### src/verilog/ig_pkg.sv
package ig_pkg;

    // ----------------------------------------
    // image geometry
    // ----------------------------------------
    localparam int IMG_W = 256;
    localparam int IMG_H = 256;
    localparam int NPIX  = IMG_W * IMG_H;

    // ----------------------------------------
    // data types
    // ----------------------------------------
    typedef logic [7:0]        pixel_t;
    typedef logic [15:0]       addr_t;
    typedef logic signed [9:0] grad_comp_t;

    // memory word, gx in the upper half
    typedef struct packed {
        grad_comp_t gx;
        grad_comp_t gy;
    } grad_t;

    // pad marks the filler beats after the last image row
    typedef struct packed {
        pixel_t pixel;
        logic   pad;
    } pix_item_t;

    typedef struct packed {
        pixel_t center;
        pixel_t right;
        pixel_t below;
        addr_t  addr;
    } window_t;

    typedef enum logic [1:0] {
        FETCH_READ,
        FETCH_PAD,
        FETCH_DONE
    } fetch_state_t;

endpackage

### src/verilog/ig_fetch.sv
`timescale 1ns/1ps

module ig_fetch import ig_pkg::*; (
    input  logic      clk,
    input  logic      reset,
    input  pixel_t    img_di,
    input  logic      out_ready,
    output logic      img_rd,
    output addr_t     img_addr,
    output logic      out_valid,
    output pix_item_t out_item
);

    fetch_state_t state;
    logic [16:0]  cnt;
    logic         armed;
    logic         rd_q;
    logic         hold_valid;
    pix_item_t    hold_item;
    logic         free_next;
    logic         pad_emit;

    // ----------------------------------------
    // output slot
    // ----------------------------------------
    // word returning from memory is presented directly,
    // parked in the hold register only if not taken
    assign out_valid = hold_valid | rd_q;
    assign out_item  = hold_valid ? hold_item : '{pixel: img_di, pad: 1'b0};

    // slot empty next cycle
    assign free_next = !out_valid | out_ready;

    assign img_rd   = armed && (state == FETCH_READ) && free_next;
    assign img_addr = cnt[15:0];
    assign pad_emit = (state == FETCH_PAD) && free_next;

    // ----------------------------------------
    // raster sequencer
    // ----------------------------------------
    always_ff @(posedge clk) begin
        if (reset) begin
            state <= FETCH_READ;
            cnt   <= '0;
            armed <= 1'b0;
        end else begin
            // first cycle out of reset only arms the reader
            armed <= 1'b1;
            if (img_rd) begin
                cnt <= cnt + 17'd1;
                if (cnt == 17'(NPIX - 1)) begin
                    state <= FETCH_PAD;
                end
            end else if (pad_emit) begin
                cnt <= cnt + 17'd1;
                if (cnt == 17'(NPIX + IMG_W - 1)) begin
                    state <= FETCH_DONE;
                end
            end
        end
    end

    // ----------------------------------------
    // hold register
    // ----------------------------------------
    always_ff @(posedge clk) begin
        if (reset) begin
            rd_q       <= 1'b0;
            hold_valid <= 1'b0;
        end else begin
            rd_q <= img_rd;
            if (rd_q && !out_ready) begin
                hold_valid <= 1'b1;
            end else if (pad_emit) begin
                hold_valid <= 1'b1;
            end else if (out_ready) begin
                hold_valid <= 1'b0;
            end
        end
    end

    always_ff @(posedge clk) begin
        if (rd_q && !out_ready) begin
            hold_item <= '{pixel: img_di, pad: 1'b0};
        end else if (pad_emit) begin
            hold_item <= '{pixel: '0, pad: 1'b1};
        end
    end

endmodule

### src/verilog/ig_gradient.sv
`timescale 1ns/1ps

module ig_gradient import ig_pkg::*; (
    input  logic    clk,
    input  logic    reset,
    input  logic    in_valid,
    input  window_t in_window,
    input  logic    out_ready,
    output logic    in_ready,
    output logic    out_valid,
    output grad_t   out_grad,
    output addr_t   out_addr
);

    grad_comp_t gx;
    grad_comp_t gy;
    logic       last_col;
    logic       last_row;
    logic       accept;

    assign in_ready = !out_valid | out_ready;
    assign accept   = in_valid & in_ready;

    // ----------------------------------------
    // forward differences
    // ----------------------------------------
    // zero-extend to 10 bits, result spans -255..255
    assign gx = $signed({2'b00, in_window.right}) - $signed({2'b00, in_window.center});
    assign gy = $signed({2'b00, in_window.below}) - $signed({2'b00, in_window.center});

    // address low byte is the column, high byte the row
    assign last_col = (in_window.addr[7:0] == 8'(IMG_W - 1));
    assign last_row = (in_window.addr[15:8] == 8'(IMG_H - 1));

    always_ff @(posedge clk) begin
        if (accept) begin
            out_grad.gx <= last_col ? grad_comp_t'(0) : gx;
            out_grad.gy <= last_row ? grad_comp_t'(0) : gy;
            out_addr    <= in_window.addr;
        end
    end

    always_ff @(posedge clk) begin
        if (reset) begin
            out_valid <= 1'b0;
        end else if (accept) begin
            out_valid <= 1'b1;
        end else if (out_ready) begin
            out_valid <= 1'b0;
        end
    end

endmodule

### src/verilog/ig_line_buffer.sv
`timescale 1ns/1ps

module ig_line_buffer import ig_pkg::*; (
    input  logic      clk,
    input  logic      reset,
    input  logic      in_valid,
    input  pix_item_t in_item,
    input  logic      out_ready,
    output logic      in_ready,
    output logic      out_valid,
    output window_t   out_window
);

    // sr[0] is the newest item, sr[IMG_W] the oldest
    pixel_t      sr [0:IMG_W];
    logic [16:0] n_in;
    logic        accept;
    pixel_t      in_pixel;

    // window is only replaced when the current one is gone
    assign in_ready = !out_valid | out_ready;
    assign accept   = in_valid & in_ready;

    // filler beats always shift in as zero
    assign in_pixel = in_item.pad ? pixel_t'(0) : in_item.pixel;

    // ----------------------------------------
    // window taps
    // ----------------------------------------
    // after item k+256 shifts in, the oldest entry is pixel k
    assign out_window = '{
        center: sr[IMG_W],
        right:  sr[IMG_W - 1],
        below:  sr[0],
        addr:   addr_t'(n_in - 17'(IMG_W + 1))
    };

    always_ff @(posedge clk) begin
        if (accept) begin
            sr[0] <= in_pixel;
            for (int i = 1; i <= IMG_W; i++) begin
                sr[i] <= sr[i - 1];
            end
        end
    end

    // ----------------------------------------
    // item count and output flag
    // ----------------------------------------
    always_ff @(posedge clk) begin
        if (reset) begin
            n_in      <= '0;
            out_valid <= 1'b0;
        end else begin
            if (accept) begin
                n_in <= n_in + 17'd1;
                // first row only primes the buffer
                out_valid <= (n_in >= 17'(IMG_W));
            end else if (out_ready) begin
                out_valid <= 1'b0;
            end
        end
    end

endmodule

### src/verilog/ig_top.sv
`timescale 1ns/1ps

module ig_top import ig_pkg::*; (
    input  logic   clk,
    input  logic   reset,
    input  pixel_t img_di,
    input  logic   grad_ready,
    output logic   img_rd,
    output addr_t  img_addr,
    output logic   grad_wr,
    output addr_t  grad_addr,
    output grad_t  grad_do,
    output logic   done
);

    // fetch to line buffer
    logic      pix_valid;
    logic      pix_ready;
    pix_item_t pix_item;

    // line buffer to gradient
    logic      win_valid;
    logic      win_ready;
    window_t   win;

    // gradient to writeback
    logic      gr_valid;
    logic      gr_ready;
    grad_t     gr;
    addr_t     gr_addr;

    ig_fetch u_fetch (
        .clk       (clk),
        .reset     (reset),
        .img_di    (img_di),
        .out_ready (pix_ready),
        .img_rd    (img_rd),
        .img_addr  (img_addr),
        .out_valid (pix_valid),
        .out_item  (pix_item)
    );

    ig_line_buffer u_line_buffer (
        .clk        (clk),
        .reset      (reset),
        .in_valid   (pix_valid),
        .in_item    (pix_item),
        .out_ready  (win_ready),
        .in_ready   (pix_ready),
        .out_valid  (win_valid),
        .out_window (win)
    );

    ig_gradient u_gradient (
        .clk       (clk),
        .reset     (reset),
        .in_valid  (win_valid),
        .in_window (win),
        .out_ready (gr_ready),
        .in_ready  (win_ready),
        .out_valid (gr_valid),
        .out_grad  (gr),
        .out_addr  (gr_addr)
    );

    ig_writeback u_writeback (
        .clk        (clk),
        .reset      (reset),
        .in_valid   (gr_valid),
        .in_grad    (gr),
        .in_addr    (gr_addr),
        .grad_ready (grad_ready),
        .in_ready   (gr_ready),
        .grad_wr    (grad_wr),
        .grad_addr  (grad_addr),
        .grad_do    (grad_do),
        .done       (done)
    );

endmodule

### src/verilog/ig_writeback.sv
`timescale 1ns/1ps

module ig_writeback import ig_pkg::*; (
    input  logic  clk,
    input  logic  reset,
    input  logic  in_valid,
    input  grad_t in_grad,
    input  addr_t in_addr,
    input  logic  grad_ready,
    output logic  in_ready,
    output logic  grad_wr,
    output addr_t grad_addr,
    output grad_t grad_do,
    output logic  done
);

    addr_t wr_cnt;
    logic  accept;
    logic  wr_taken;

    // next word may load while the pending one is being written
    assign in_ready = !grad_wr | grad_ready;
    assign accept   = in_valid & in_ready;
    assign wr_taken = grad_wr & grad_ready;

    // ----------------------------------------
    // pending write
    // ----------------------------------------
    always_ff @(posedge clk) begin
        if (accept) begin
            grad_addr <= in_addr;
            grad_do   <= in_grad;
        end
    end

    // Write count and sticky done.
    always_ff @(posedge clk) begin
        if (reset) begin
            grad_wr <= 1'b0;
            wr_cnt  <= '0;
            done    <= 1'b0;
        end else begin
            if (accept) begin
                grad_wr <= 1'b1;
            end else if (grad_ready) begin
                grad_wr <= 1'b0;
            end
            if (wr_taken) begin
                wr_cnt <= wr_cnt + 16'd1;
                if (wr_cnt == addr_t'(NPIX - 1)) begin
                    done <= 1'b1;
                end
            end
        end
    end

endmodule
### config.mk
export PLATFORM = sky130hd
export DESIGN_NAME = ig_top
export DESIGN_NICKNAME = d
export VERILOG_FILES = /design/src/verilog/ig_pkg.sv /design/src/verilog/ig_fetch.sv /design/src/verilog/ig_gradient.sv /design/src/verilog/ig_line_buffer.sv /design/src/verilog/ig_top.sv /design/src/verilog/ig_writeback.sv
export SDC_FILE = /design/constraint.sdc
export NUM_CORES = 1
export LEC_CHECK = 0
export BUFFER_PORTS_ARGS = -buffer_cell sky130_fd_sc_hd__buf_2
export CORE_MARGIN = 1.5
export CORE_UTILIZATION = 35
export CTS_BUF_LIST = sky130_fd_sc_hd__clkbuf_4 sky130_fd_sc_hd__clkbuf_8
export DETAILED_ROUTE_END_ITERATION = 8
export GPL_ROUTABILITY_DRIVEN = 1
export PLACE_DENSITY = 0.54
export SLEW_MARGIN = 20
export SYNTH_ARGS = -nofsm -noshare
export SYNTH_HDL_FRONTEND = slang
export SYNTH_HIERARCHICAL = 1
export SYNTH_SLANG_ARGS = --single-unit
### constraint.sdc
create_clock -name clk -period 83.5 [get_ports clk]
set_input_delay 12.525 -clock clk [delete_from_list [all_inputs] [get_ports clk]]
set_output_delay 12.525 -clock clk [all_outputs]
set_load 0.01 [all_outputs]
==> impl_metrics.csv, run 1 <==
group,metric,value,unit
status,status,"finished clean",
synthesis,ys_ff_latch,2194,
clocking,clk_pin_slew,0.06,ns
critical_path,path_class,"input pin to output pin",
die,die_area,198000,um2
clocking,clock_latency,0.97,ns
global_routing,grt_max_degree,189,
detailed_routing,wl,90.7,mm
sta,finalSetupViolCount,0,
detailed_routing,dr.pass1.iters,5,
global_routing,globalRouteOverflowTotal,0,
synthesis,synth_area,68500,um2
critical_path,rr_startpoint,"u_fetch/hold_valid",
clocking,cts_hold_buf,0,
synthesis,synth_async_sr_flop_share,0,
layout,final_util,0.401,
pwr,peakVddDrop,15.1,uV
detailed_routing,avgViaCountPerCell,4.26,
job,cap_violations,0,
global_routing,antenna_found_initial,9,
pwr,power_density,26.4,nW/um2
sta,max_freq,37.2,MHz
clocking,cts_buffer_depth,4,
detailed_routing,ant_nets,0,
sta,fin_crit_sh,0.322,
clocking,htreeDepth,5,
synthesis,yosysWarnings,6,
sta,hold_viol_final,0,
die,initial_core_util,0.352,
die,core,195000,um2
clocking,cts-root-buf,"clkbuf_8",
sta,rsz0062_at_grt,"no",
detailed_routing,via_count,24700,
die,die_x,445,um
synthesis,synth.net_count,2700,
sta,maxSlewViolCount,0,
critical_path,reg2reg_to,"u_line_buffer/sr[0][368]",
placement,numPortBuffers,65,
global_routing,grt.total_usage,0.0912,
placement,hpwl,41.5,mm
critical_path,worst_setup_path_end_kind,"output pin",
worst_hold_path,hold_path_depth,0,
critical_path,reg2reg_slack,77.33,ns
detailed_routing,first_iter_violations,2192,
sta,fin_crit,26.91,ns
clocking,cts_tree,"built",
sta,whs,0.392,ns
die,boundaryPins,66,
worst_hold_path,hold_path_class,"flip-flop to flip-flop",
layout,drive_gt1_frac,0.189,
clocking,post_cts_buffers,0,
worst_hold_path,min_from,"u_line_buffer/sr[1][384]",
synthesis,syn-mean-instance-area,25.7,um2
layout,nets,3072,
die,die_h,445,um
sta,finClkSkew,0.0423,ns
detailed_routing,wire_per_inst,15.6,um
pwr,total_power,2.05,mW
worst_hold_path,hold_path_end,"u_line_buffer/sr[1][392]",
critical_path,required,70.97,ns
die,rows,162,
synthesis,synth_edf_count,2134,
synthesis,postSynthCellCount,2665,
clocking,cts_buffers,335,
sta,slew_headroom,0.278,
sta,tns,0,ns
clocking,cts_resized,0,
critical_path,worstPathArrival,14.38,ns
synthesis,yosysUniqueCellTypes,64,
placement,gp_congestion,0.730,
synthesis,seq_area_frac_synth,0.953,
critical_path,r2r_cells,8,
critical_path,critPathMaxFanout,14,
layout,area_delta_synth_final,13.8,%
global_routing,grt_pass1_wl,142,mm
synthesis,synth_ff_type,"edfxtp_1",
pwr,p_leak,19.9,nW
critical_path,crit_path_start_kind,"input pin",
clocking,clock-sinks,2194,
sta,tightest_slew,1.08,ns
global_routing,grt_pass1_vias,24400,
detailed_routing,drc_errors,0,
## critical path, stage by stage
cell and delay [ns]:
buf_2 0.14, nand2b_1 0.15, nand2b_1 0.14, nand2b_1 0.10
buf_4 0.20, o21ba_1 0.29, nor4b_1 0.58, buf_2 0.25
## cell usage after synthesis, types with 5 or more instances
cell      count  area, um2
nand3_1      16       80.1
nor2_1       50        188
buf_6         6       67.6
nand4_1      15       93.8
o21ai_0      21        105
and3_1        6       37.5
a211oi_1      5       37.5
and2_1       15       93.8
nand2_1      27        101
dfxtp_1      60       1200
nand2b_1      7       43.8
or3_1        13       81.3
inv_1        25       93.8
nor3_1       14       70.1
xnor2_1      26        228
or2_2         5       31.3
nor2b_1      17        106
buf_4        34        255
or4_1         9       67.6
o31ai_1      10       75.1
mux2_2       10        113
o21a_1       10       75.1
clkbuf_1      8       30.0
xor2_1       12        105
ha_1         22        275
edfxtp_1   2134      64100
a21oi_1      26        130
## metrics by stage
stage / cell area [um2] / cells / worst slack, ns
5_1_grt: 77900 / 5800 / 56.39
6_report: 78000 / 5802 / 56.59
3_3_place_gp: 71800 / 5242 / 56.57
3_5_place_dp: 71800 / 5242 / 56.60
2_1_floorplan: 68500 / 2665 / 28.38
4_1_cts: 77900 / 5799 / 56.60
## worst max-delay path by stage
stage,start,end,slack [ns],cells after the start
after floorplan,grad_ready,u_line_buffer/sr[0][0],28.38,6
after global placement,grad_ready,img_rd,56.57,8
after detailed placement,grad_ready,img_rd,56.60,8
after CTS,grad_ready,img_rd,56.60,8
after global routing,grad_ready,img_rd,56.39,8
final,grad_ready,img_rd,56.59,8
## report_power, final
group	switching (mW)	total (mW)	internal (mW)
clock	0.375	0.814	0.440
sequential	0.00280	1.22	1.21
combinational	0.0216	0.0243	0.00274
## area by class of cell
| cell class | count | area, um2 |
|---|---|---|
| diodes | 3 | 7.51 |
| clock buffers | 454 | 5550 |
| clock inverters | 103 | 549 |
| fillers | 17000 | 117000 |
| inverters | 25 | 101 |
| multi-input cells | 394 | 2730 |
| flip-flops and latches | 2194 | 65300 |
| well taps | 2542 | 3180 |
| repair buffers | 87 | 551 |
## flip-flops by register name, summed over array words and instances (netlist names)
name	flops
u_line_buffer/sr	2056
u_writeback/grad_do	20
u_gradient/out_grad	18
u_fetch/cnt	17
u_line_buffer/n_in	17
u_gradient/out_addr	16
u_writeback/grad_addr	16
u_writeback/wr_cnt	16
u_fetch/hold_item	9
u_fetch/state	2
u_fetch/armed	1
u_fetch/hold_valid	1
u_fetch/rd_q	1
u_gradient/out_valid	1
u_line_buffer/out_valid	1
u_writeback/done	1
u_writeback/grad_wr	1
## per-layer routing
layer  wire length (um)  GRT usage  share of wire
met2              38200      0.119           0.42
met4               2870     0.0492          0.032
met5                  0          0              0
met1              45700      0.139           0.50
met3               3910     0.0223          0.043
## placed cells by master, fill, tap and decap left out, types with 4 or more instances in the layout
cell type   instances
a211oi_1            5
a21o_1              4
a21oi_1            26
and2_1             13
and3_1              6
and4_1              4
buf_2              65
buf_4              13
buf_6               6
bufinv_16           4
clkbuf_4          112
clkbuf_8          342
clkinv_1           72
clkinv_2           19
clkinvlp_4          5
dfxtp_1            60
edfxtp_1         2134
ha_1               22
inv_1              24
mux2_2             10
nand2_1            27
nand2b_1            7
nand3_1            16
nand4_1            15
nor2_1             50
nor2b_1            17
nor3_1             14
nor4_1              4
o21a_1             10
o21ai_0            21
o31a_1              4
o31ai_1            10
or2_2               5
or3_1              13
or4_1               9
xnor2_1            26
xor2_1             12
## logic make-up after synthesis
group                    synth area share
AND/OR/NAND/NOR                    0.0188
AO/OA/AOI/OAI                     0.00952
adder cells (fa/ha/maj)           0.00460
XOR/XNOR                          0.00486
flip-flops                          0.953
multiplexers                      0.00203
buffers and inverters             0.00685
Power figures use the tool's default switching activity.
==> run 2, diff against run 1 <==
--- a/config.mk
+++ b/config.mk
@@ -11,7 +11,7 @@
 export CTS_BUF_LIST = sky130_fd_sc_hd__clkbuf_4 sky130_fd_sc_hd__clkbuf_8
 export DETAILED_ROUTE_END_ITERATION = 8
 export GPL_ROUTABILITY_DRIVEN = 1
-export PLACE_DENSITY = 0.54
+export PLACE_DENSITY = 0.56
 export SLEW_MARGIN = 20
 export SYNTH_ARGS = -nofsm -noshare
 export SYNTH_HDL_FRONTEND = slang
==> constraint.sdc (replaced) <==
create_clock -name clk -period 22.5 [get_ports clk]
set_input_delay 3.375 -clock clk [delete_from_list [all_inputs] [get_ports clk]]
set_output_delay 3.375 -clock clk [all_outputs]
set_load 0.01 [all_outputs]
==> impl_metrics.csv, run 2 (same netlist as run 1, synthesis figures left out) <==
group,metric,value,unit
status,status,"finished clean",
layout,area_delta_synth_final,14.5,%
detailed_routing,wire_per_inst,15.6,um
global_routing,gr-usage-met1,0.135,
global_routing,met2_usage,0.123,
sta,rsz0062_at_grt,"no",
clocking,cts-root-buf,"clkbuf_8",
sta,maxSlewViolCount,0,
clocking,cts_buffer_depth,4,
detailed_routing,drc_errors,0,
layout,layout_commonest_cell,"edfxtp_1",
critical_path,required,19.12,ns
sta,tightest_slew,1.16,ns
clocking,cts_tree,"built",
critical_path,crit_path_start_kind,"input pin",
sta,max_freq,117,MHz
critical_path,path_class,"input pin to output pin",
pwr,p_leak,20.1,nW
layout,final_cell_mix,"2134 x edfxtp_1, 357 x clkbuf_8, 103 x clkinv_1",
placement,gp_congestion,0.708,
layout,drive_gt1_frac,0.194,
die,die_x,445,um
clocking,cts_buffers,350,
layout,largest_register_ffs,2056,
global_routing,globalRouteOverflowTotal,0,
global_routing,grt_pass1_wl,143,mm
clocking,cts_hold_buf,0,
layout,largest-register,"u_line_buffer/sr",
detailed_routing,via_count,25000,
clocking,cts_resized,0,
sta,finalSetupViolCount,0,
detailed_routing,avgViaCountPerCell,4.27,
sta,finClkSkew,0.0524,ns
pwr,power_density,99.0,nW/um2
pwr,total_power,7.76,mW
clocking,post_cts_buffers,0,
die,initial_core_util,0.352,
clocking,clk_pin_slew,0.06,ns
die,die_area,198000,um2
sta,fin_crit_sh,0.379,
die,boundaryPins,66,
clocking,htreeDepth,5,
critical_path,worstPathArrival,5.15,ns
global_routing,grt_util_met3,0.0258,
clocking,clock-sinks,2194,
global_routing,busiest_layer,"met1",
placement,hpwl,42.0,mm
global_routing,antenna_found_initial,10,
worst_hold_path,hold_path_class,"flip-flop to flip-flop",
detailed_routing,wl,91.5,mm
die,rows,162,
sta,hold_viol_final,0,
global_routing,grt_pass1_vias,24600,
global_routing,grt.total_usage,0.0918,
sta,tns,0,ns
critical_path,worst_setup_path_end_kind,"output pin",
critical_path,critPathMaxFanout,14,
layout,top_regs,"u_line_buffer/sr: 2056 flops, u_writeback/grad_do: 20 flops, u_gradient/out_grad: 18 flops",
global_routing,grt_max_degree,213,
pwr,peakVddDrop,58.0,uV
job,cap_violations,0,
sta,fin_crit,8.52,ns
detailed_routing,ant_nets,0,
die,core,195000,um2
layout,nets,3089,
detailed_routing,dr.pass1.iters,5,
layout,fillCellCount,16900,
sta,slew_headroom,0.227,
detailed_routing,first_iter_violations,2272,
placement,numPortBuffers,65,
die,die_h,445,um
clocking,clock_latency,0.97,ns
-- run 2: final cells by class --
class                           count  area [um2]  share of cell area
Antenna cell                        2        5.00           0.0000638
Clock buffer                      446        5580              0.0712
Sequential cell                  2194       65300               0.833
Timing Repair Buffer               89         571             0.00728
Clock inverter                    162         920              0.0117
Tap cell                         2542        3180              0.0406
Multi-Input combinational cell    394        2760              0.0352
Inverter                           25        97.6             0.00124
-- run 2: power by group --
part	total, mW	internal, mW	leakage, nW	switching [mW]
clock network	3.16	1.71	3.42	1.45
registers	4.51	4.50	15.1	0.0108
logic	0.0917	0.0107	1.54	0.0811
-- run 2: worst paths after layout --
path,from,slack [ns],to,depth (start not counted)
setup / recovery,grad_ready,13.98,img_rd,7
hold / removal,u_line_buffer/sr[1][54],0.37,u_line_buffer/sr[1][62],0
setup reg to reg,u_fetch/hold_valid,16.87,u_line_buffer/sr[1][624],8
hold reg to reg,u_line_buffer/sr[1][54],0.37,u_line_buffer/sr[1][62],0
-- run 2: critical path, stage by stage --
cell and delay, ns:
buf_2 0.14, nand2b_4 0.14, nand2b_4 0.12, nand2b_4 0.22
o21ba_1 0.30, nor4b_1 0.59, buf_2 0.26
-- run 2: stage by stage --
stage	worst slack (ns)	instance area [um2]	hold slack [ns]	util	std cells
2_1_floorplan	-13.00	68500	0.400	-	2665
3_3_place_gp	13.77	71900	0.400	0.369	5243
3_5_place_dp	13.63	71900	0.405	0.369	5243
4_1_cts	13.97	78400	0.377	0.403	5851
5_1_grt	13.81	78400	0.385	0.403	5854
6_report	13.98	78400	0.373	0.403	5854
-- run 2: layer usage --
| metal | share of wire | vias up |
|---|---|---|
| met1 | 0.49 | 12700 |
| met5 | 0 | - |
| li1 | - | 11500 |
| met2 | 0.43 | 517 |
| met4 | 0.036 | 0 |
| met3 | 0.048 | 301 |
